## src/rv32e_pkg.sv

```systemverilog
// RV32E pipeline shared types, instruction encodings and core constants
`default_nettype none

package rv32e_pkg;

    localparam int XLEN     = 32;
    localparam int REG_AW   = 4;   // RV32E has sixteen registers
    localparam int NUM_REGS = 16;

    typedef logic [XLEN-1:0]   word_t;
    typedef logic [REG_AW-1:0] reg_addr_t;

    // Major opcodes kept by this core, anything else decodes as a NOP
    typedef enum logic [6:0] {
        OP_REG   = 7'b0110011,
        OP_IMM   = 7'b0010011,
        OP_LOAD  = 7'b0000011,
        OP_STORE = 7'b0100011,
        OP_LUI   = 7'b0110111
    } opcode_e;

    // Encoded as {funct7[5], funct3}
    typedef enum logic [3:0] {
        ALU_ADD  = 4'b0000,
        ALU_SUB  = 4'b1000,
        ALU_SLL  = 4'b0001,
        ALU_SLT  = 4'b0010,
        ALU_SLTU = 4'b0011,
        ALU_XOR  = 4'b0100,
        ALU_SRL  = 4'b0101,
        ALU_SRA  = 4'b1101,
        ALU_OR   = 4'b0110,
        ALU_AND  = 4'b0111
    } alu_op_e;

    localparam word_t RESET_PC   = 32'h8000_0000;
    localparam word_t NOP_INSTR  = 32'h0000_0013;  // addi x0, x0, 0
    localparam word_t INSTR_STEP = 32'd4;

endpackage

`default_nettype wire

```

## src/core_if.sv

```systemverilog
// Pipeline register bundles passed from decode to execute and execute to memory
`timescale 1ns/1ps
`default_nettype none

interface id_ex_if;
    import rv32e_pkg::*;

    word_t     rs1_data;
    word_t     rs2_data;
    word_t     imm;
    reg_addr_t rs1_addr;
    reg_addr_t rs2_addr;
    reg_addr_t rd_addr;
    alu_op_e   alu_op;
    logic      use_imm;
    logic      is_lui;
    logic      mem_we;
    logic      mem_re;
    logic      reg_we;

    modport producer (output rs1_data, rs2_data, imm, rs1_addr, rs2_addr, rd_addr,
                      output alu_op, use_imm, is_lui, mem_we, mem_re, reg_we);
    modport consumer (input imm, rd_addr, alu_op, use_imm, is_lui, mem_we, mem_re, reg_we);
    modport monitor  (input rs1_data, rs2_data, rs1_addr, rs2_addr, rd_addr, mem_re);
endinterface

interface ex_mem_if;
    import rv32e_pkg::*;

    word_t     result;
    word_t     store_data;
    reg_addr_t rd_addr;
    logic      reg_we;
    logic      mem_we;
    logic      mem_re;

    modport producer (output result, store_data, rd_addr, reg_we, mem_we, mem_re);
    modport consumer (input result, store_data, rd_addr, reg_we, mem_we, mem_re);
    modport monitor  (input result, rd_addr, reg_we, mem_re);
endinterface

`default_nettype wire

```

## src/reg_file.sv

```systemverilog
// Sixteen-entry register file, two combinational reads and x0 tied to zero
`timescale 1ns/1ps
`default_nettype none

module reg_file (
    input  wire                        clk,
    input  wire                        rst_n,
    input  wire rv32e_pkg::reg_addr_t  rs1_addr_i,
    input  wire rv32e_pkg::reg_addr_t  rs2_addr_i,
    output rv32e_pkg::word_t           rs1_data_o,
    output rv32e_pkg::word_t           rs2_data_o,
    input  wire rv32e_pkg::reg_addr_t  wb_addr_i,
    input  wire rv32e_pkg::word_t      wb_data_i,
    input  wire                        wb_we_i
);
    import rv32e_pkg::*;

    word_t regs [NUM_REGS];

    always_ff @(posedge clk or negedge rst_n) begin
        if (!rst_n) begin
            for (int i = 0; i < NUM_REGS; i++) begin
                regs[i] <= '0;
            end
        end else if (wb_we_i && wb_addr_i != '0) begin
            regs[wb_addr_i] <= wb_data_i;  // Writes to x0 dropped
        end
    end

    // No same-cycle bypass, the delayed forward path covers it
    assign rs1_data_o = (rs1_addr_i == '0) ? '0 : regs[rs1_addr_i];
    assign rs2_data_o = (rs2_addr_i == '0) ? '0 : regs[rs2_addr_i];

    a_x0_zero: assert property (@(posedge clk) disable iff (!rst_n)
        (rs1_addr_i == '0 |-> rs1_data_o == '0) and (rs2_addr_i == '0 |-> rs2_data_o == '0));

endmodule

`default_nettype wire

```

## src/hazard_unit.sv

```systemverilog
// Load-use stall detection and operand forwarding for the execute stage
`timescale 1ns/1ps
`default_nettype none

module hazard_unit (
    id_ex_if.monitor                   id_ex,
    ex_mem_if.monitor                  ex_mem,
    input  wire rv32e_pkg::reg_addr_t  if_rs1_addr_i,
    input  wire rv32e_pkg::reg_addr_t  if_rs2_addr_i,
    input  wire rv32e_pkg::reg_addr_t  wb_addr_i,
    input  wire rv32e_pkg::word_t      wb_data_i,
    input  wire                        wb_we_i,
    input  wire rv32e_pkg::reg_addr_t  dly_addr_i,
    input  wire rv32e_pkg::word_t      dly_data_i,
    input  wire                        dly_we_i,
    output logic                       stall_o,
    output rv32e_pkg::word_t           fwd_a_o,
    output rv32e_pkg::word_t           fwd_b_o
);
    import rv32e_pkg::*;

    // Youngest producer wins, a load in EX/MEM has no data yet
    function automatic word_t fwd_select(input reg_addr_t src, input word_t reg_val);
        word_t sel;
        sel = reg_val;
        if (src != '0) begin
            if (ex_mem.reg_we && !ex_mem.mem_re && ex_mem.rd_addr == src) begin
                sel = ex_mem.result;
            end else if (wb_we_i && wb_addr_i == src) begin
                sel = wb_data_i;
            end else if (dly_we_i && dly_addr_i == src) begin
                sel = dly_data_i;
            end
        end
        return sel;
    endfunction

    always_comb begin
        fwd_a_o = fwd_select(id_ex.rs1_addr, id_ex.rs1_data);
        fwd_b_o = fwd_select(id_ex.rs2_addr, id_ex.rs2_data);
    end

    // Load in ID/EX feeding the instruction right behind it
    assign stall_o = id_ex.mem_re && (id_ex.rd_addr != '0) &&
                     (id_ex.rd_addr == if_rs1_addr_i || id_ex.rd_addr == if_rs2_addr_i);

endmodule

`default_nettype wire

```

## src/fetch_decode.sv

```systemverilog
// Fetch and decode stages with PC, IF/ID register and ID/EX register load
`timescale 1ns/1ps
`default_nettype none

module fetch_decode (
    input  wire                        clk,
    input  wire                        rst_n,
    input  wire rv32e_pkg::word_t      instr_data_i,
    input  wire                        stall_i,
    input  wire rv32e_pkg::word_t      rs1_data_i,
    input  wire rv32e_pkg::word_t      rs2_data_i,
    output rv32e_pkg::word_t           instr_addr_o,
    output rv32e_pkg::reg_addr_t       rs1_addr_o,
    output rv32e_pkg::reg_addr_t       rs2_addr_o,
    id_ex_if.producer                  id_ex
);
    import rv32e_pkg::*;

    word_t     pc_q;
    word_t     if_id_instr;
    opcode_e   opcode;
    logic [2:0] funct3;
    logic      alt_r;      // funct7[5] honoured for SUB and SRA
    logic      alt_i;      // Only SRAI uses it among immediates
    word_t     imm_i;
    word_t     imm_s;
    word_t     imm_u;
    word_t     dec_imm;
    alu_op_e   dec_alu_op;
    logic      dec_use_imm;
    logic      dec_is_lui;
    logic      dec_mem_we;
    logic      dec_mem_re;
    logic      dec_reg_we;

    assign instr_addr_o = pc_q;

    // PC and IF/ID both hold during a load-use stall
    always_ff @(posedge clk or negedge rst_n) begin
        if (!rst_n) begin
            pc_q        <= RESET_PC;
            if_id_instr <= NOP_INSTR;
        end else if (!stall_i) begin
            pc_q        <= pc_q + INSTR_STEP;
            if_id_instr <= instr_data_i;
        end
    end

    assign opcode     = opcode_e'(if_id_instr[6:0]);
    assign funct3     = if_id_instr[14:12];
    assign rs1_addr_o = if_id_instr[18:15];  // Bit 19 ignored on RV32E
    assign rs2_addr_o = if_id_instr[23:20];
    assign alt_r      = (funct3 == 3'b000 || funct3 == 3'b101) ? if_id_instr[30] : 1'b0;
    assign alt_i      = (funct3 == 3'b101) ? if_id_instr[30] : 1'b0;

    assign imm_i = {{20{if_id_instr[31]}}, if_id_instr[31:20]};
    assign imm_s = {{20{if_id_instr[31]}}, if_id_instr[31:25], if_id_instr[11:7]};
    assign imm_u = {if_id_instr[31:12], 12'b0};

    always_comb begin
        dec_imm     = imm_i;
        dec_alu_op  = ALU_ADD;  // Address add for loads and stores
        dec_use_imm = 1'b0;
        dec_is_lui  = 1'b0;
        dec_mem_we  = 1'b0;
        dec_mem_re  = 1'b0;
        dec_reg_we  = 1'b0;
        case (opcode)
            OP_REG: begin
                dec_alu_op = alu_op_e'({alt_r, funct3});
                dec_reg_we = 1'b1;
            end
            OP_IMM: begin
                dec_alu_op  = alu_op_e'({alt_i, funct3});
                dec_use_imm = 1'b1;
                dec_reg_we  = 1'b1;
            end
            OP_LOAD: begin
                dec_use_imm = 1'b1;
                dec_mem_re  = 1'b1;
                dec_reg_we  = 1'b1;
            end
            OP_STORE: begin
                dec_imm     = imm_s;
                dec_use_imm = 1'b1;
                dec_mem_we  = 1'b1;
            end
            OP_LUI: begin
                dec_imm    = imm_u;
                dec_is_lui = 1'b1;
                dec_reg_we = 1'b1;
            end
            default: ;  // FENCE, system and unknown run as NOP
        endcase
    end

    // A bubble clears every ID/EX enable
    always_ff @(posedge clk or negedge rst_n) begin
        if (!rst_n) begin
            id_ex.rs1_addr <= '0;
            id_ex.rs2_addr <= '0;
            id_ex.rd_addr  <= '0;
            id_ex.alu_op   <= ALU_ADD;
            id_ex.use_imm  <= 1'b0;
            id_ex.is_lui   <= 1'b0;
            id_ex.mem_we   <= 1'b0;
            id_ex.mem_re   <= 1'b0;
            id_ex.reg_we   <= 1'b0;
        end else if (stall_i) begin
            id_ex.rs1_addr <= '0;
            id_ex.rs2_addr <= '0;
            id_ex.rd_addr  <= '0;
            id_ex.alu_op   <= ALU_ADD;
            id_ex.use_imm  <= 1'b0;
            id_ex.is_lui   <= 1'b0;
            id_ex.mem_we   <= 1'b0;
            id_ex.mem_re   <= 1'b0;
            id_ex.reg_we   <= 1'b0;
        end else begin
            id_ex.rs1_addr <= rs1_addr_o;
            id_ex.rs2_addr <= rs2_addr_o;
            id_ex.rd_addr  <= if_id_instr[10:7];
            id_ex.alu_op   <= dec_alu_op;
            id_ex.use_imm  <= dec_use_imm;
            id_ex.is_lui   <= dec_is_lui;
            id_ex.mem_we   <= dec_mem_we;
            id_ex.mem_re   <= dec_mem_re;
            id_ex.reg_we   <= dec_reg_we;
        end
    end

    always_ff @(posedge clk) begin
        id_ex.rs1_data <= rs1_data_i;
        id_ex.rs2_data <= rs2_data_i;
        id_ex.imm      <= dec_imm;
    end

    // The bubble behind a load removes the hazard on the next cycle
    a_stall_single: assert property (@(posedge clk) disable iff (!rst_n)
        stall_i |=> !stall_i);

    a_mem_excl: assert property (@(posedge clk) disable iff (!rst_n)
        !(id_ex.mem_we && id_ex.mem_re));

endmodule

`default_nettype wire

```

## src/execute_stage.sv

```systemverilog
// Execute stage with operand select, ALU and EX/MEM register
`timescale 1ns/1ps
`default_nettype none

module execute_stage (
    input  wire                    clk,
    input  wire                    rst_n,
    id_ex_if.consumer              id_ex,
    input  wire rv32e_pkg::word_t  fwd_a_i,
    input  wire rv32e_pkg::word_t  fwd_b_i,
    ex_mem_if.producer             ex_mem
);
    import rv32e_pkg::*;

    word_t      op_b;
    logic [4:0] shamt;
    word_t      alu_out;
    word_t      result;

    assign op_b  = id_ex.use_imm ? id_ex.imm : fwd_b_i;
    assign shamt = op_b[4:0];

    always_comb begin
        case (id_ex.alu_op)
            ALU_ADD:  alu_out = fwd_a_i + op_b;
            ALU_SUB:  alu_out = fwd_a_i - op_b;
            ALU_SLL:  alu_out = fwd_a_i << shamt;
            ALU_SLT:  alu_out = {{(XLEN-1){1'b0}}, $signed(fwd_a_i) < $signed(op_b)};
            ALU_SLTU: alu_out = {{(XLEN-1){1'b0}}, fwd_a_i < op_b};
            ALU_XOR:  alu_out = fwd_a_i ^ op_b;
            ALU_SRL:  alu_out = fwd_a_i >> shamt;
            ALU_SRA:  alu_out = word_t'($signed(fwd_a_i) >>> shamt);
            ALU_OR:   alu_out = fwd_a_i | op_b;
            ALU_AND:  alu_out = fwd_a_i & op_b;
            default:  alu_out = '0;
        endcase
    end

    assign result = id_ex.is_lui ? id_ex.imm : alu_out;  // LUI bypasses the ALU

    always_ff @(posedge clk or negedge rst_n) begin
        if (!rst_n) begin
            ex_mem.rd_addr <= '0;
            ex_mem.reg_we  <= 1'b0;
            ex_mem.mem_we  <= 1'b0;
            ex_mem.mem_re  <= 1'b0;
        end else begin
            ex_mem.rd_addr <= id_ex.rd_addr;
            ex_mem.reg_we  <= id_ex.reg_we;
            ex_mem.mem_we  <= id_ex.mem_we;
            ex_mem.mem_re  <= id_ex.mem_re;
        end
    end

    always_ff @(posedge clk) begin
        ex_mem.result     <= result;
        ex_mem.store_data <= fwd_b_i;  // Forwarded rs2 for SW
    end

    // Decoder must only ever emit defined ALU operations
    a_alu_legal: assert property (@(posedge clk) disable iff (!rst_n)
        id_ex.alu_op inside {ALU_ADD, ALU_SUB, ALU_SLL, ALU_SLT, ALU_SLTU,
                             ALU_XOR, ALU_SRL, ALU_SRA, ALU_OR, ALU_AND});

endmodule

`default_nettype wire

```

## src/mem_writeback.sv

```systemverilog
// Memory access, writeback select, MEM/WB register and delayed writeback copy
`timescale 1ns/1ps
`default_nettype none

module mem_writeback (
    input  wire                        clk,
    input  wire                        rst_n,
    ex_mem_if.consumer                 ex_mem,
    input  wire rv32e_pkg::word_t      mem_data_i,
    output rv32e_pkg::word_t           mem_addr_o,
    output rv32e_pkg::word_t           mem_wdata_o,
    output logic                       mem_we_o,
    output logic                       mem_re_o,
    output rv32e_pkg::reg_addr_t       wb_addr_o,
    output rv32e_pkg::word_t           wb_data_o,
    output logic                       wb_we_o,
    output rv32e_pkg::reg_addr_t       dly_addr_o,
    output rv32e_pkg::word_t           dly_data_o,
    output logic                       dly_we_o
);
    import rv32e_pkg::*;

    word_t wb_sel;

    assign mem_addr_o  = ex_mem.result;
    assign mem_wdata_o = ex_mem.store_data;
    assign mem_we_o    = ex_mem.mem_we;
    assign mem_re_o    = ex_mem.mem_re;

    assign wb_sel = ex_mem.mem_re ? mem_data_i : ex_mem.result;  // Memory answers this cycle

    always_ff @(posedge clk or negedge rst_n) begin
        if (!rst_n) begin
            wb_addr_o  <= '0;
            wb_we_o    <= 1'b0;
            dly_addr_o <= '0;
            dly_we_o   <= 1'b0;
        end else begin
            wb_addr_o  <= ex_mem.rd_addr;
            wb_we_o    <= ex_mem.reg_we;
            dly_addr_o <= wb_addr_o;
            dly_we_o   <= wb_we_o;
        end
    end

    // Delayed copy covers the register file write-then-read gap
    always_ff @(posedge clk) begin
        wb_data_o  <= wb_sel;
        dly_data_o <= wb_data_o;
    end

endmodule

`default_nettype wire

```

## src/rv32e_core.sv

```systemverilog
// RV32E five-stage in-order core with separate instruction and data ports
`timescale 1ns/1ps
`default_nettype none

module rv32e_core (
    input  wire                   clk,
    input  wire                   rst_n,
    input  wire rv32e_pkg::word_t instr_data_i,
    input  wire rv32e_pkg::word_t mem_data_i,
    output wire rv32e_pkg::word_t instr_addr_o,
    output wire rv32e_pkg::word_t mem_addr_o,
    output wire rv32e_pkg::word_t mem_wdata_o,
    output wire                   mem_we_o,
    output wire                   mem_re_o
);
    import rv32e_pkg::*;

    reg_addr_t rs1_addr;   // Sources of the IF/ID instruction
    reg_addr_t rs2_addr;
    word_t     rs1_data;
    word_t     rs2_data;
    logic      stall;
    word_t     fwd_a;
    word_t     fwd_b;

    // Writeback and delayed writeback
    reg_addr_t wb_addr;
    word_t     wb_data;
    logic      wb_we;
    reg_addr_t dly_addr;
    word_t     dly_data;
    logic      dly_we;

    id_ex_if  id_ex ();
    ex_mem_if ex_mem ();

    fetch_decode u_fetch_decode (
        .clk, .rst_n, .instr_data_i, .instr_addr_o,
        .stall_i(stall), .rs1_addr_o(rs1_addr), .rs2_addr_o(rs2_addr),
        .rs1_data_i(rs1_data), .rs2_data_i(rs2_data), .id_ex(id_ex)
    );

    reg_file u_reg_file (
        .clk, .rst_n,
        .rs1_addr_i(rs1_addr), .rs2_addr_i(rs2_addr),
        .rs1_data_o(rs1_data), .rs2_data_o(rs2_data),
        .wb_addr_i(wb_addr), .wb_data_i(wb_data), .wb_we_i(wb_we)
    );

    hazard_unit u_hazard_unit (
        .id_ex(id_ex), .ex_mem(ex_mem),
        .if_rs1_addr_i(rs1_addr), .if_rs2_addr_i(rs2_addr),
        .wb_addr_i(wb_addr), .wb_data_i(wb_data), .wb_we_i(wb_we),
        .dly_addr_i(dly_addr), .dly_data_i(dly_data), .dly_we_i(dly_we),
        .stall_o(stall), .fwd_a_o(fwd_a), .fwd_b_o(fwd_b)
    );

    execute_stage u_execute_stage (
        .clk, .rst_n, .id_ex(id_ex), .fwd_a_i(fwd_a), .fwd_b_i(fwd_b), .ex_mem(ex_mem)
    );

    mem_writeback u_mem_writeback (
        .clk, .rst_n, .ex_mem(ex_mem), .mem_data_i,
        .mem_addr_o, .mem_wdata_o, .mem_we_o, .mem_re_o,
        .wb_addr_o(wb_addr), .wb_data_o(wb_data), .wb_we_o(wb_we),
        .dly_addr_o(dly_addr), .dly_data_o(dly_data), .dly_we_o(dly_we)
    );

endmodule

`default_nettype wire

```

## config.mk

```make
export PLATFORM = sky130hd
export DESIGN_NAME = rv32e_core
export DESIGN_NICKNAME = d
export VERILOG_FILES = /design/src/rv32e_pkg.sv /design/src/core_if.sv /design/src/reg_file.sv /design/src/hazard_unit.sv /design/src/fetch_decode.sv /design/src/execute_stage.sv /design/src/mem_writeback.sv /design/src/rv32e_core.sv
export SDC_FILE = /design/constraint.sdc
export NUM_CORES = 2
export LEC_CHECK = 0
export BUFFER_PORTS_ARGS = -buffer_cell sky130_fd_sc_hd__clkbuf_2
export CAP_MARGIN = 40
export CELL_PAD_IN_SITES_DETAIL_PLACEMENT = 0
export CELL_PAD_IN_SITES_GLOBAL_PLACEMENT = 2
export CORE_ASPECT_RATIO = 0.7
export CORE_MARGIN = 3
export CORE_UTILIZATION = 45
export DETAILED_ROUTE_END_ITERATION = 7
export HOLD_SLACK_MARGIN = 0.1
export PLACE_DENSITY = 0.93
export SYNTH_ARGS = -nofsm -noshare
export SYNTH_HDL_FRONTEND = slang
export SYNTH_SLANG_ARGS = --single-unit
export TNS_END_PERCENT = 30
```

## constraint.sdc

```tcl
create_clock -name clk -period 7.55 [get_ports clk]
set_input_delay 0.3775 -clock clk [delete_from_list [all_inputs] [get_ports clk]]
set_output_delay 0.3775 -clock clk [all_outputs]
set_load 0.02 [all_outputs]
```

Word level (Yosys, flattened, before mapping)
Index checks and enable logic that the tools add are counted.

storage, ports and cells
  register bits after elaboration = 838
  input port bits = 66

operators by class
  add/subtract/negate cells = 3
  $lt $le $gt $ge = 6
  equal/unequal tests = 23
  shift operators = 3
  mux-type cells = 39
  bitwise operators = 6
  reduce and logical (&&, ||, !) cells = 24

operators by type and width
  operator                                             number
  bitwise mux 512 bit                                  1
  2-to-1 mux 32 bit                                    16
  case mux 32 bit (10 select lines)                    1
  binary-select mux 32 bit (select 4 bit)              2
  demux 32 bit (select 4 bit)                          1
  < comparator 32 bit                                  2
  case mux 31 bit (2 select lines)                     1
  adder 32 x 3 -> 32 bit, second input constant        1
  adder 32 bit                                         1
  bitwise AND 32 bit                                   1
  equality test 4 bit                                  8
  OR 32 bit                                            1
  << shifter 32 x 5 -> 32 bit                          1
  right shift 32 x 5 -> 32 bit                         1
  >>> shifter 32 x 5 -> 32 bit                         1
  subtractor 32 bit                                    1
  XOR 32 bit                                           1
  equality test 7 x 6 -> 1 bit, second input constant  3
  equality test 4 x 3 -> 1 bit, second input constant  4
  2-to-1 mux 4 bit                                     4
  nonzero test 4 bit                                   4
  >= comparator 5 bit, second input constant           3
  inverter 4 -> 5 bit                                  3
  logical NOT 4 bit                                    3
  15 further kinds                                     39

Logic depth before layout (Yosys ltp)
  depth after elaboration = 10
  gate-level depth with buffers = 25

Cells and area by module
Synthesis repeated with hierarchy kept, for this count alone.

unflattened totals
  cell total of the unflattened synthesis = 4,347
  area, all modules = 48,422.7 um2

modules (own cells, without submodules)
  module         instances  cells an instance  area an instance (um2)  sequential area each (um2)
  reg_file       1          1,764              25,545.8                12,036.5
  execute_stage  1          1,500              11,385.9                1,456.4
  fetch_decode   1          375                5,500.3                 4,003.8
  hazard_unit    1          532                3,419.5                 0.0
  mem_writeback  1          176                2,571.2                 1,531.5

Worst setup path before layout
No wires, ideal clock.

  kind = register -> register
  start = reg u_mem_writeback.wb_addr_o[1]
  end = reg u_execute_stage.ex_mem.result[30]
  arrival = 5.046 ns
  setup slack = 2.374 ns
  stages on the path, launching flop included = 25
  period minus slack after synthesis = 5.176 ns
  cell sequence = dfrtp_1 buf_6 xnor2_1 nand3_2 or2_2 a311o_1 a31o_2 buf_2 inv_4 buf_6 buf_2 ha_1 inv_1 fa_1 nor2_1 o2111ai_1 a311oi_1 o2111ai_1 a2111oi_0 nor3_1 nand2b_1 nand4_1 o41ai_1 a2111oi_0 a21oi_1

on the way
  cells in the longest elaborated chain, start to end = 9
  elaborated cells on any way between the ends = 21
  classes of those cells = add/sub (2); eq/ne (2); shift (3); mux (9); bitwise (3); reduce/logical (2)

RTL lines
  item                                             line                 text
  start: declaration                               mem_writeback.sv:14  output rv32e_pkg::reg_addr_t wb_addr_o,
  start signal: assignment                         mem_writeback.sv:39  wb_addr_o <= ex_mem.rd_addr;
  equality test 4 bit                              hazard_unit.sv:29    end else if (wb_we_i && wb_addr_i == src) begin
  logical AND 1 bit                                hazard_unit.sv:29
  2-to-1 mux 32 bit                                hazard_unit.sv:29
  2-to-1 mux 32 bit                                hazard_unit.sv:27    if (ex_mem.reg_we && !ex_mem.mem_re && ex_mem.rd_addr == src) begin
  2-to-1 mux 32 bit                                hazard_unit.sv:26    if (src != '0) begin
  2-to-1 mux 32 bit                                execute_stage.sv:20  assign op_b = id_ex.use_imm ? id_ex.imm : fwd_b_i;
  subtractor 32 bit, or another cell as far along  execute_stage.sv:26  ALU_SUB: alu_out = fwd_a_i - op_b;
  case mux 32 bit (10 select lines) *              execute_stage.sv:24  case (id_ex.alu_op)
  2-to-1 mux 32 bit *                              execute_stage.sv:39  assign result = id_ex.is_lui ? id_ex.imm : alu_out;
  via u_execute_stage.result[30]                   execute_stage.sv:18  word_t result;
  end: declaration                                 core_if.sv:37        modport producer (output result, store_data, rd_addr, reg_we, mem_we, mem_re);

Mark *: on every way through the listed nets, which the timed path passes. The rest lies on a longest branch.
A chain may end at the register's enable or synchronous reset.

Worst setup path after layout
  start = reg u_mem_writeback.wb_addr_o[0]
  end = reg u_execute_stage.ex_mem.result[31]

Same word-level chain as after synthesis.

==> results.md <==
* Status: completed
* CP Class: register to register
* Fin nets at 4445
* Largest net degree at the start of global routing at ~130
* Gate power share at between 7 and 8%
* Vias at 37400
* Post-route cell area at 54300 um^2
* Post-synth top flop: dfrtp_1
* Vias in the first global route at 36400
* Worst path top cell family by delay: compound AO/OA/AOI/OAI gates
* Worst-path clk slew at 70 ps
* First-pass iteration count of the detailed router at 8
* Cell count after synthesis at 4233
* Area of the multi-input gates at approximately 27000 um^2
* CP endpoint kind: register
* CORE AREA at 105000 um^2
* Initial Util at 45.9%
* Register share of total power at a little under half
* DIE WIDTH at around 400 um
* Sequential-to-total area share from yosys stat at between 40% and 50%
* Mapped Area at 48300 um^2
* Total power at 10200 uW
* I/O pins at around 160
* VDD IR max at 0.190 mV
* Utilization after layout at 51.6%
* Cts bufs inserted at 85
* Commonest non-fill, non-tap cell in the layout: dfrtp_1
* Post-CTS Setup Bufs at 0
* F_max at 0.156 GHz
* Slew of the pin with the lowest slew margin at between 1000 and 1500 ps
* Initial detailed-routing violation count at 4512
* CP arrival at about 7000 ps
* Cell Int Power at 7610 uW
* Fin crit share at 84.8%
* Synth cell types at 85
* Fill cell count at 9113
* Total wire length at approximately 170000 um
* Worst skew pair latency at 690 ps
* Area grow syn2layout at 12.5%
* CP required at 8120 ps
* CTS tree: done
* Clock group share of total power at 45.9%
* Reg area at 19800 um^2
* Sw Share at 25.3%
* Worst Path Max Fanout at 31
* Initial antenna violation count at 6
* Die H at 280 um
* Fin cells at 5760
* Post-cts resize count at 0
* Final Setup Violations at 0
* Hold-fix buffer count after cts at 65
* Minimum clock period at 6400 ps
* Clock buffer depth at 3
* Avg Synthesized Cell Area at 11.4 um^2
* First-pass GRT wire length at between 200000 and 300000 um
* Critical Path Slowest Stage Cell: a211oi_1
* Final ANT Viol Nets at 0
* Post-synth EDFFs at 0
* Leak Pwr at 0.0241 uW
* Full die area at about 110000 um^2
* Fin Setup TNS at 0 ps
* I/O Buffers at 161
* Slew margin rel. at 28.3%
* CP Buf/Inv Count at 2
* DRC at 0
* Crit-path max cell delay at 710 ps
* Share of cells above drive strength 1 at 31.3%
* YS warnings at 0
* Slew Limit Fails at 0
* Detail Placement HPWL at 121000 um
* Sink Count at 836
* Worst Hold Class: register to register
* Unrepaired setup endpoints after global routing: no
* CTS Root Cell: clkbuf_16
* GPL Wtd Cong at between 1 and 1.5
* Critical path launch point type: register
* Placed Cells at about 5500
* Sw Pwr at between 2000 and 3000 uW
* Endpoints failing hold at 0
* Routed WL per cell at 30.2 um
* Area after DPL at 50600 um^2
* #FFs+latches synth at between 800 and 900
* Final global-route overflow total at 0
* Overall Global Routing Usage at 30.8%
* Most frequent cells in the layout: dfrtp_1 (596), mux2_2 (560), mux4_2 (320), dfxtp_1 (224), nor2_1 (220)
* Ys async rst share at 73.2%
* Routed vias/inst at roughly 6.5
* # rows at 99
* Cell Pwr Density at 188 nW/um^2
* Max-Cap Viols at 0
* CP cell instances: xnor2_1 -> nand2_1 -> or2_2 -> buf_4 -> a311oi_1 -> a21oi_1 -> nor2_1 -> a21oi_1 -> o21ai_0 -> ha_1 -> inv_1 -> nor3_1 -> and4_1 -> o211ai_1 -> a211oi_1 -> nor2_1 -> a221oi_1 -> nand2b_1 -> mux2i_1 -> o2111a_1 -> a31oi_1
* Htree depth at 3
* Setup Skew at 42.7 ps
-- worst register-to-register path: cells and delay by family (launching register included) --
family | cells | cell delay, ps
compound gates | 9 | 2620
flops | 1 | 480
mux | 1 | 210
xor+xnor | 1 | 170
simple gates | 7 | 1840
fa+ha+maj | 1 | 450
buf+inv | 2 | 560
-- power groups by stage --
stage / logic (uW) / clock network [uW] / registers, uW
3_3_place_gp: 734 / 0 / 4800
2_1_floorplan: 464 / 0 / 4720
3_5_place_dp: 756 / 0 / 4790
5_1_grt: 855 / 4930 / 4720
4_1_cts: 785 / 4760 / 4700
6_report: 797 / 4680 / 4710
-- Yosys cell counts, types with 73 or more instances --
cell type / count / area (um^2)
nor2b_1: 89 / 557
ha_1: 101 / 1260
dfrtp_1: 608 / 15200
o21ai_0: 164 / 821
buf_1: 73 / 274
inv_1: 136 / 510
mux4_2: 320 / 7210
nand2_1: 216 / 811
clkbuf_1: 275 / 1030
mux2_2: 560 / 6310
a21oi_1: 189 / 946
nor2_1: 230 / 863
mux2i_1: 167 / 1670
dfxtp_1: 224 / 4480
-- cell type report --
class                   instances  share of cell area (%)
clock buffers                 112                    4.32
repair buffers                348                    4.67
well taps                    1414                    3.26
clock inverters                44                    1.32
inverters                     140                   0.981
diodes                          1                 0.00461
multi-input cells            2865                    48.9
flip-flops and latches        836                    36.5
-- layer usage --
layer	routed length, um	vias to the layer above	global-route usage (%)	part of all wire [%]
met5	62	-	0	0.036
met4	4020	6	7.05	2.3
met3	23300	282	13.2	13
met2	70600	2050	41.9	41
met1	76100	19200	45.2	44
li1	-	15800	-	-
-- registers in the layout, indices dropped and copies added (netlist names), 4 cells and up --
| register | cells |
|---|---|
| u_reg_file.regs | 512 |
| u_execute_stage.ex_mem.result | 32 |
| u_execute_stage.ex_mem.store_data | 32 |
| u_fetch_decode.id_ex.imm | 32 |
| u_fetch_decode.id_ex.rs1_data | 32 |
| u_fetch_decode.id_ex.rs2_data | 32 |
| u_fetch_decode.if_id_instr | 32 |
| u_mem_writeback.dly_data_o | 32 |
| u_mem_writeback.wb_data_o | 32 |
| u_fetch_decode.instr_addr_o | 30 |
| u_execute_stage.ex_mem.rd_addr | 4 |
| u_fetch_decode.id_ex.alu_op | 4 |
| u_fetch_decode.id_ex.rd_addr | 4 |
| u_fetch_decode.id_ex.rs1_addr | 4 |
| u_fetch_decode.id_ex.rs2_addr | 4 |
| u_mem_writeback.dly_addr_o | 4 |
| u_mem_writeback.wb_addr_o | 4 |
-- cell families (layout without fill, tap and decap cells) --
family,Yosys count,in the layout,share of synthesized area [%]
simple gates,826,826,8.23
flops,836,836,41.0
compound gates,805,805,10.8
fa+ha+maj,103,103,2.70
other cells,1,3,0.00776
mux,1048,1048,31.5
buf+inv,533,644,4.36
xor+xnor,81,81,1.47
-- per-stage QoR --
stage | setup WS, ps | hold slack [ps]
after global routing | 679 | 367
after detailed placement | 1430 | 339
after CTS | 1420 | 368
after global placement | 1090 | 338
after floorplan | 2370 | 81.9
final | 1150 | 352
-- worst paths after layout --
path | start | to | slack (ps) | cells after the start
max in group asynchronous | rst_n | u_fetch_decode.if_id_instr[21]$_DFFE_PN0N_ | 5500 | 3
min reg2reg | u_fetch_decode.id_ex.mem_we$_DFF_PN0_ | u_execute_stage.ex_mem.mem_we$_DFF_PN0_ | 350 | 0
max | u_mem_writeback.wb_addr_o[0]$_DFF_PN0_ | u_execute_stage.ex_mem.result[31]$_DFF_P_ | 1150 | 21
max reg2reg | u_mem_writeback.wb_addr_o[0]$_DFF_PN0_ | u_execute_stage.ex_mem.result[31]$_DFF_P_ | 1150 | 21
min in group asynchronous | rst_n | u_reg_file.regs[199]$_DFFE_PN0P_ | 390 | 2
min | u_fetch_decode.id_ex.mem_we$_DFF_PN0_ | u_execute_stage.ex_mem.mem_we$_DFF_PN0_ | 350 | 0
Power figures use the tool's default switching activity.
